[src/verilog/spi_bridge_params.svh]
`ifndef SPI_BRIDGE_PARAMS_SVH
`define SPI_BRIDGE_PARAMS_SVH

// Command word layout.
`define SPI_CMD_WIDTH   12
`define SPI_ADDR_WIDTH  3
`define SPI_DATA_WIDTH  8

// SPI timing in system clocks.
`define SPI_HALF_PERIOD 4
`define SPI_READ_GAP    16

// Init list, all writes to distinct registers.
`define SPI_INIT_COUNT  4
`define SPI_INIT_CMD0   12'h8A5  // Reg 0 <= 0xA5.
`define SPI_INIT_CMD1   12'hB3C  // Reg 3 <= 0x3C.
`define SPI_INIT_CMD2   12'hD5A  // Reg 5 <= 0x5A.
`define SPI_INIT_CMD3   12'hE96  // Reg 6 <= 0x96.

`endif

[src/verilog/spi_bridge_pkg.sv]
`include "spi_bridge_params.svh"

package spi_bridge_pkg;

  // Bit 11 is the write flag, then address, then data.
  typedef struct packed
  {
    logic                       write;
    logic [`SPI_ADDR_WIDTH-1:0] addr;
    logic [`SPI_DATA_WIDTH-1:0] data;
  } spi_cmd_fields_t;

  // Fields select the frame type, raw is what goes out on mosi.
  typedef union packed
  {
    spi_cmd_fields_t           fields;
    logic [`SPI_CMD_WIDTH-1:0] raw;
  } spi_cmd_u;

endpackage

[src/verilog/spi_cmd_arbiter.sv]
module spi_cmd_arbiter
(
  input  logic                     clk,
  input  logic                     rst_n,
  input  logic                     host_cmd_strobe,
  input  spi_bridge_pkg::spi_cmd_u host_cmd,
  input  logic                     init_cmd_strobe,
  input  spi_bridge_pkg::spi_cmd_u init_cmd,
  input  logic                     busy,
  output logic                     host_pending,
  output logic                     init_slot_free,
  output logic                     start,
  output spi_bridge_pkg::spi_cmd_u cmd,
  output logic                     init_idle
);
  import spi_bridge_pkg::*;

  spi_cmd_u host_q;
  spi_cmd_u init_q;
  logic     host_valid;
  logic     init_valid;
  logic     last_host;    // Host was granted most recently.
  logic     init_active;  // An init command is on the wire.
  logic     busy_q;
  logic     grant_host;
  logic     grant_init;

  // Round robin only matters when both slots hold a command.
  assign grant_host = !busy && host_valid && (!init_valid || !last_host);
  assign grant_init = !busy && init_valid && !grant_host;

  assign start          = grant_host || grant_init;
  assign cmd            = grant_host ? host_q : init_q;
  assign host_pending   = host_valid;
  assign init_slot_free = !init_valid;
  assign init_idle      = !init_valid && !init_active && !busy;

  always_ff @(posedge clk or negedge rst_n)
  begin
    if (!rst_n)
    begin
      host_valid  <= 1'b0;
      init_valid  <= 1'b0;
      last_host   <= 1'b0;
      init_active <= 1'b0;
      busy_q      <= 1'b0;
    end
    else
    begin
      host_valid <= host_cmd_strobe || (host_valid && !grant_host);
      init_valid <= init_cmd_strobe || (init_valid && !grant_init);
      busy_q     <= busy;
      if (grant_host)
        last_host <= 1'b1;
      else if (grant_init)
        last_host <= 1'b0;
      if (grant_init)
        init_active <= 1'b1;
      else if (busy_q && !busy)
        init_active <= 1'b0;  // Frame just ended.
    end
  end

  always_ff @(posedge clk)
  begin
    if (host_cmd_strobe)
      host_q <= host_cmd;
    if (init_cmd_strobe)
      init_q <= init_cmd;
  end

endmodule

[src/verilog/spi_init_sequencer.sv]
`include "spi_bridge_params.svh"

module spi_init_sequencer
(
  input  logic                     clk,
  input  logic                     rst_n,
  input  logic                     init_slot_free,
  input  logic                     init_idle,
  output logic                     init_cmd_strobe,
  output spi_bridge_pkg::spi_cmd_u init_cmd,
  output logic                     init_done
);
  import spi_bridge_pkg::*;

  localparam int IDX_W = $clog2(`SPI_INIT_COUNT + 1);

  logic [IDX_W-1:0] idx;
  logic             list_end;
  logic             issue;
  spi_cmd_u         next_cmd;

  assign list_end = (idx == IDX_W'(`SPI_INIT_COUNT));
  // Slot flag lags our own strobe by a cycle, so skip that cycle.
  assign issue    = init_slot_free && !init_cmd_strobe && !list_end;

  always_comb
  begin
    case (idx)
      IDX_W'(0): next_cmd.raw = `SPI_INIT_CMD0;
      IDX_W'(1): next_cmd.raw = `SPI_INIT_CMD1;
      IDX_W'(2): next_cmd.raw = `SPI_INIT_CMD2;
      default:   next_cmd.raw = `SPI_INIT_CMD3;
    endcase
  end

  always_ff @(posedge clk or negedge rst_n)
  begin
    if (!rst_n)
    begin
      idx             <= '0;
      init_cmd_strobe <= 1'b0;
      init_done       <= 1'b0;
    end
    else
    begin
      init_cmd_strobe <= issue;
      if (issue)
        idx <= idx + 1'b1;
      if (list_end && !init_cmd_strobe && init_idle)
        init_done <= 1'b1;  // Sticky until reset.
    end
  end

  always_ff @(posedge clk)
  begin
    if (issue)
      init_cmd <= next_cmd;
  end

endmodule

[src/verilog/spi_master.sv]
`include "spi_bridge_params.svh"

module spi_master
(
  input  logic                       clk,
  input  logic                       rst_n,
  input  logic                       start,
  input  spi_bridge_pkg::spi_cmd_u   cmd,
  input  logic                       miso,
  output logic                       busy,
  output logic                       sclk,
  output logic                       cs_n,
  output logic                       mosi,
  output logic                       read_valid,
  output logic [`SPI_DATA_WIDTH-1:0] read_data
);
  import spi_bridge_pkg::*;

  localparam int DIV_W     = $clog2(`SPI_HALF_PERIOD + 1);
  localparam int GAP_W     = $clog2(`SPI_READ_GAP + 1);
  localparam int BIT_W     = $clog2(`SPI_CMD_WIDTH);
  localparam int ADDR_BITS = 1 + `SPI_ADDR_WIDTH;  // Flag plus address of a read.

  localparam logic [2:0] ST_IDLE   = 3'd0;
  localparam logic [2:0] ST_SHIFT  = 3'd1;  // Write frame or read address phase.
  localparam logic [2:0] ST_GAP    = 3'd2;
  localparam logic [2:0] ST_RDATA  = 3'd3;
  localparam logic [2:0] ST_FINISH = 3'd4;

  logic [2:0]                 state;
  logic [DIV_W-1:0]           div_cnt;
  logic [BIT_W-1:0]           bit_cnt;  // Bits left after the current one.
  logic [GAP_W-1:0]           gap_cnt;
  spi_cmd_u                   cmd_q;
  logic [`SPI_CMD_WIDTH-1:0]  tx_shift;
  logic [`SPI_DATA_WIDTH-1:0] rx_shift;
  logic                       half_done;
  logic                       last_bit;

  assign half_done = (div_cnt == DIV_W'(`SPI_HALF_PERIOD - 1));
  assign last_bit  = (bit_cnt == '0);
  assign read_data = rx_shift;

  always_ff @(posedge clk or negedge rst_n)
  begin
    if (!rst_n)
    begin
      state      <= ST_IDLE;
      div_cnt    <= '0;
      bit_cnt    <= '0;
      gap_cnt    <= '0;
      busy       <= 1'b0;
      sclk       <= 1'b0;
      cs_n       <= 1'b1;
      mosi       <= 1'b0;
      read_valid <= 1'b0;
    end
    else
    begin
      read_valid <= 1'b0;
      case (state)
        ST_IDLE:
        begin
          if (start)
          begin
            state   <= ST_SHIFT;
            busy    <= 1'b1;
            cs_n    <= 1'b0;
            mosi    <= cmd.raw[`SPI_CMD_WIDTH-1];  // MSB is ready before the first rise.
            div_cnt <= '0;
            bit_cnt <= cmd.fields.write ? BIT_W'(`SPI_CMD_WIDTH - 1) : BIT_W'(ADDR_BITS - 1);
          end
        end
        ST_SHIFT:
        begin
          div_cnt <= half_done ? '0 : div_cnt + 1'b1;
          if (half_done)
          begin
            sclk <= ~sclk;
            if (sclk)
            begin
              if (last_bit)
              begin
                cs_n    <= 1'b1;
                mosi    <= 1'b0;
                gap_cnt <= '0;
                state   <= cmd_q.fields.write ? ST_FINISH : ST_GAP;
              end
              else
              begin
                bit_cnt <= bit_cnt - 1'b1;
                mosi    <= tx_shift[`SPI_CMD_WIDTH-2];  // Next bit after the fall.
              end
            end
          end
        end
        ST_GAP:
        begin
          if (gap_cnt == GAP_W'(`SPI_READ_GAP - 1))
          begin
            state   <= ST_RDATA;
            cs_n    <= 1'b0;
            div_cnt <= '0;
            bit_cnt <= BIT_W'(`SPI_DATA_WIDTH - 1);
          end
          else
            gap_cnt <= gap_cnt + 1'b1;
        end
        ST_RDATA:
        begin
          div_cnt <= half_done ? '0 : div_cnt + 1'b1;
          if (half_done)
          begin
            sclk <= ~sclk;
            if (!sclk && last_bit)
              read_valid <= 1'b1;  // Final sample lands in rx_shift this edge.
            if (sclk)
            begin
              if (last_bit)
              begin
                cs_n  <= 1'b1;
                state <= ST_FINISH;
              end
              else
                bit_cnt <= bit_cnt - 1'b1;
            end
          end
        end
        ST_FINISH:
        begin
          busy  <= 1'b0;
          state <= ST_IDLE;
        end
        default:
          state <= ST_IDLE;
      endcase
    end
  end

  always_ff @(posedge clk)
  begin
    if (state == ST_IDLE && start)
    begin
      cmd_q    <= cmd;
      tx_shift <= cmd.raw;
    end
    else if (state == ST_SHIFT && half_done && sclk)
      tx_shift <= tx_shift << 1;
    // Sample on the rising sclk edge.
    if (state == ST_RDATA && half_done && !sclk)
      rx_shift <= {rx_shift[`SPI_DATA_WIDTH-2:0], miso};
  end

endmodule

[src/verilog/spi_bridge_top.sv]
`include "spi_bridge_params.svh"

module spi_bridge_top
(
  input  logic                       clk,
  input  logic                       rst_n,
  input  logic                       host_cmd_strobe,
  input  spi_bridge_pkg::spi_cmd_u   host_cmd,
  input  logic                       miso,
  output logic                       host_pending,
  output logic                       read_valid,
  output logic [`SPI_DATA_WIDTH-1:0] read_data,
  output logic                       init_done,
  output logic                       sclk,
  output logic                       cs_n,
  output logic                       mosi
);
  import spi_bridge_pkg::*;

  logic     init_cmd_strobe;
  spi_cmd_u init_cmd;
  logic     init_slot_free;
  logic     init_idle;
  logic     start;
  spi_cmd_u cmd;
  logic     busy;

  spi_init_sequencer u_init_sequencer
  (
    .clk             (clk),
    .rst_n           (rst_n),
    .init_slot_free  (init_slot_free),
    .init_idle       (init_idle),
    .init_cmd_strobe (init_cmd_strobe),
    .init_cmd        (init_cmd),
    .init_done       (init_done)
  );

  spi_cmd_arbiter u_cmd_arbiter
  (
    .clk             (clk),
    .rst_n           (rst_n),
    .host_cmd_strobe (host_cmd_strobe),
    .host_cmd        (host_cmd),
    .init_cmd_strobe (init_cmd_strobe),
    .init_cmd        (init_cmd),
    .busy            (busy),
    .host_pending    (host_pending),
    .init_slot_free  (init_slot_free),
    .start           (start),
    .cmd             (cmd),
    .init_idle       (init_idle)
  );

  // Reads only come from the host, so read results go straight out.
  spi_master u_master
  (
    .clk        (clk),
    .rst_n      (rst_n),
    .start      (start),
    .cmd        (cmd),
    .miso       (miso),
    .busy       (busy),
    .sclk       (sclk),
    .cs_n       (cs_n),
    .mosi       (mosi),
    .read_valid (read_valid),
    .read_data  (read_data)
  );

endmodule

[config.mk]
export PLATFORM = sky130hd
export DESIGN_NAME = spi_bridge_top
export DESIGN_NICKNAME = d
export VERILOG_FILES = /design/src/verilog/spi_bridge_pkg.sv /design/src/verilog/spi_cmd_arbiter.sv /design/src/verilog/spi_init_sequencer.sv /design/src/verilog/spi_master.sv /design/src/verilog/spi_bridge_top.sv
export VERILOG_INCLUDE_DIRS = /design/src /design/src/verilog
export SDC_FILE = /design/constraint.sdc
export NUM_CORES = 1
export LEC_CHECK = 0
export ABC_AREA = 1
export BUFFER_PORTS_ARGS = -buffer_cell sky130_fd_sc_hd__buf_2
export CORE_MARGIN = 3
export CORE_UTILIZATION = 58
export CTS_CLUSTER_SIZE = 40
export DETAILED_ROUTE_END_ITERATION = 10
export GPL_TIMING_DRIVEN = 0
export PLACE_DENSITY_LB_ADDON = 0.2
export SLEW_MARGIN = 20
export SYNTH_ARGS = -nofsm -noshare
export SYNTH_HDL_FRONTEND = slang
export SYNTH_SLANG_ARGS = --single-unit
[constraint.sdc]
create_clock -name clk -period 2.25 [get_ports clk]
set_input_delay 0.45 -clock clk [delete_from_list [all_inputs] [get_ports clk]]
set_output_delay 0.45 -clock clk [all_outputs]
set_load 0.05 [all_outputs]
Word-level counts from Yosys, hierarchy flattened:

Index checks and enable logic that the tools add are counted.

* flip-flop bits (word level): 97
* output and inout bits: 14
* logic and storage cells: 151

* add/sub/neg operators: 4
* equal/unequal tests: 22
* mux-type cells: 50
* bitwise logic cells: 1
* reduce and logical (&&, ||, !) cells: 51

Operator list (number)
* $mux 3: 12
* $pmux 11 s3: 1
* $mux 4: 6
* $mux 11: 2
* $ne 2x1->1 const B: 11
* $mux 5: 4
* $logic_and 1x1->1: 19
* $mux 1: 17
* $eq 3x2->1 const B: 4
* $mux 12: 1
* $pmux 3 s4: 1
* $pmux 4 s3: 1
* $reduce_and 6->1: 2
* $reduce_bool 2->1: 6
* $pmux 5 s2: 1
* $logic_not 1->1: 9
* $pmux 3 s3: 1
* $reduce_and 8->1: 1
* $add 3x1->3 const B: 2
* $eq 3x1->1 const B: 2
* $eq 3x3->1 const B: 2
* $logic_not 3->1: 2
* $add 5x1->5 const B: 1
* $eq 5x4->1 const B: 1
* other kinds (13): 19

Logic depth before layout (Yosys ltp):

* depth in word-level cells: 8
* depth in mapped cells: 9
* mapped depth without buffers: 9

Modules after synthesis:

Synthesis repeated with hierarchy kept, for this count alone.

* cell total of the unflattened synthesis: 362
* area, all modules: 3802.4 sq um

By module, submodules not included
* spi_master: instances 1, cells an instance 219, area an instance 1964.4 sq um
* spi_cmd_arbiter: instances 1, cells an instance 84, area an instance 1183.6 sq um
* spi_init_sequencer: instances 1, cells an instance 59, area an instance 654.4 sq um

Worst setup path after synthesis:

OpenSTA, ideal clock, no wires.

* path kind: register to register
* start point: register u_master.state[2]
* end point: register u_master.rx_shift[0] (netlist: u_master.read_data[0]) (enable)
* setup time: 383 ps
* arrival: 1319 ps
* required time: 1867 ps
* setup slack: 547 ps
* cell stages (with the launch flop): 4
* clock period less this slack: 1703 ps
* cells stage by stage: dfrtp_1 > inv_1 > nand3_1 > nor3_1

* word-level cells in the longest chain between the ends: 3

RTL lines
* start: declaration: RTL line spi_master.sv:30 `logic [2:0] state;`
* start signal: assignment: RTL line spi_master.sv:87 `state <= cmd_q.fields.write ? ST_FINISH : ST_GAP;`
* $eq 3x2->1: RTL line spi_master.sv:150 `if (state == ST_RDATA && half_done && !sclk)`
* $logic_and 1x1->1 (2 in a row): RTL line spi_master.sv:150
* end signal: assignment: RTL line spi_master.sv:151 `` rx_shift <= {rx_shift[`SPI_DATA_WIDTH-2:0], miso}; ``
* end: declaration: RTL line spi_master.sv:36 `` logic [`SPI_DATA_WIDTH-1:0] rx_shift; ``

Every way passes these cells.
A chain may end at the register's enable or synchronous reset.

Worst setup path in the final report:

* start point: register u_master.state[2]
* end point: register u_master.rx_shift[7] (netlist: u_master.read_data[7]) (enable)

Same word-level chain as after synthesis.

==> results.yml <==
outcome:
  outcome: "finished clean"
synth:
  yosysWarnings: 0
  synth.avg_cell_area_um2: 11.4
  yosys.area.top_type: "edfxtp_1"
  ys_seq_area_frac: 0.665
  syn_nets: 323
  synth-seq-cells: 80
  synth_top_cells_by_area: "edfxtp_1, dfrtp_1, nand2_1"
  ys_types: 32
  async_flop_share: 0.375
  synthesis.area_um2: 3390
  synth_edf_count: 50
  syn_inst: 298
  synth_flop_cell: "edfxtp_1"
  yosysTopAreaCellShare: 0.443
die:
  die_w_um: 82.4
  rows: 27
  ios: 30
  dieArea_um2: 6790
  core_area_um2: 5570
  die_h_um: 82.4
  start_util: 0.608
hold_path:
  hold_class: "primary input to async pin"
layout:
  regArea_um2: 2250
  mostFrequentLayoutCells: "nand2_1, edfxtp_1, buf_2"
  drive_above_1_share: 0.187
  final_common_cell: "nand2_1"
  fillers: 429
  syn_to_final_growth_pct: 11.8
  antenna_cells: 0
  final_cells: 415
  multiInputGateArea_um2: 977
  final_util: 0.679
  finalNetCount: 363
clocking:
  cts_resized: 0
  clk_latency_ns: 0.35
  cts_tree: "yes"
  htreeDepth: 3
  clk_pin_slew_worst_paths_ns: 0.08
  post_cts_buffers: 0
  cts_buffers: 9
  cts_root_buffer: "clkbuf_8"
  cts_buffer_depth: 2
  cts_hold_buffers: 0
  clkSinkCount: 80
timing:
  post-route-period-util: 0.857
  rsz0062_at_grt: "false"
  slew_headroom: 0.352
  fin_crit_ns: 1.93
  setup_tns_ns: 0
  hold_violations: 0
  worst_slew_pin_slew_ns: 0.965
  clock_skew_ns: 0.00668
  holdWs_ns: 0.138
  setup_viol: 0
  drv_slew: 0
  max_freq_mhz: 519
place:
  gp_congestion: 0.804
  dp_cells: 399
  detailed_place_hpwl_um: 3880
  port_buffers: 29
setup_path:
  cp_max_fo: 8
  path_cells: "inv_1 -> nand3_1 -> nor3_1"
  endpoint_kind: "flip-flop"
  cp.arrival_ns: 1.90
  required_ns: 2.22
  regToRegSetupSlack_ns: 0.32
  cpPeakStageDelay_ns: 0.76
  slowest_stage: "nor3_1"
  criticalPathCategory: "flip-flop to flip-flop"
  worst_setup_path_start_kind: "flip-flop"
global_routing:
  grt_usage: 0.180
  grt_pass1_wl_um: 8840
  grt.met3_usage: 0.0716
  antenna_found_initial: 0
  grt-busiest-layer: "met2"
  grt_max_degree: 31
  use_met1: 0.231
  grt_overflow: 0
  grt_pass1_vias: 1918
  grt.met2_usage: 0.274
power:
  vdd_ir_drop_max_mv: 0.667
  power.density_nw_per_um2: 1290
  p_leak_nw: 1.64
  power_mw: 4.88
drt:
  drc: 0
  vias: 2141
  dr.pass1.iters: 4
  routedWlPerCell_um: 13.2
  ant_nets: 0
  drt_iter0_markers: 95
  viasPerCell: 5.16
  wirelength_um: 5480
flow_run:
  max-cap-violations: 0
cell families (layout without fill, tap and decap cells):
group | Yosys count | after routing | share of synthesized area
muxes | 1 | 1 | 0.00296
adders and majority gates | 9 | 9 | 0.0332
buffers and inverters | 37 | 82 | 0.0462
AOI/OAI and AO/OA | 40 | 40 | 0.0724
and+or+nand+nor | 128 | 128 | 0.172
DFF | 80 | 80 | 0.665
xor gates and xnor gates | 3 | 3 | 0.00776
registers in the layout, indices dropped and copies added, names as in the netlist, 4 cells and up:
name                       flops
u_cmd_arbiter.host_q          12
u_cmd_arbiter.init_q           9
u_init_sequencer.init_cmd      9
u_master.bit_cnt               4
u_master.gap_cnt               5
u_master.read_data             8
u_master.tx_shift             11
area by class of cell:
| type | instances | share of cell area |
|---|---|---|
| Inverter | 32 | 0.0317 |
| Tap cell | 72 | 0.0238 |
| Timing Repair Buffer | 29 | 0.0383 |
| Clock buffer | 11 | 0.0347 |
| Buffer | 5 | 0.00958 |
| Sequential cell | 80 | 0.595 |
| Multi-Input combinational cell | 181 | 0.258 |
| Clock inverter | 5 | 0.00892 |
through the flow:
step,cell area (um2),setup WS (ns)
4_1_cts,3790,0.309
3_3_place_gp,3620,0.273
2_1_floorplan,3390,0.547
3_5_place_dp,3620,0.296
5_1_grt,3790,0.177
6_report,3790,0.322
critical path: cells and delay by family (launching register included):
kind / cells / cell delay, ns
buf+inv: 1 / 0.22
simple gates: 2 / 0.92
flops: 1 / 0.42
final timing paths:
| check | start | to | cells after the start |
|---|---|---|---|
| setup / recovery | u_master.state[2] | u_master.read_data[7] | 3 |
| hold / removal | rst_n | u_master.bit_cnt[1] | 1 |
| setup reg to reg | u_master.state[2] | u_master.read_data[7] | 3 |
| hold reg to reg | u_master.busy | u_cmd_arbiter.busy_q | 0 |
| max in group asynchronous | rst_n | u_init_sequencer.idx[1] | 1 |
| min in group clk | host_cmd[3] | u_cmd_arbiter.host_q[3] | 1 |
report_power, final:
| group | internal, mW | switching, mW | total [mW] |
|---|---|---|---|
| combinational | 0.530 | 1.15 | 1.68 |
| clock | 0.399 | 0.488 | 0.887 |
| sequential | 2.08 | 0.228 | 2.31 |
| total | 3.01 | 1.87 | 4.88 |
metal layers:
metal | routed length, um | part of all wire | up-vias
li1 | - | - | 1084
met1 | 2530 | 0.46 | 1002
met2 | 2570 | 0.47 | 45
met3 | 285 | 0.052 | 10
met4 | 92 | 0.017 | 0
met5 | 0 | 0 | -
synth_stat cells (2+ instances only):
cell      instances
a21oi_1           7
a31oi_1          10
buf_2             2
buf_4             2
dfrtp_1          29
edfxtp_1         50
ha_1              9
inv_1            29
inv_2             3
nand2_1          71
nand2_2           2
nand3_1          13
nand4_1           2
nor2_1           28
nor2_4            4
nor3_1            3
o21ai_0          12
o21ai_1           2
o21bai_1          5
xor2_1            3
(Power assumes the default switching activity.)
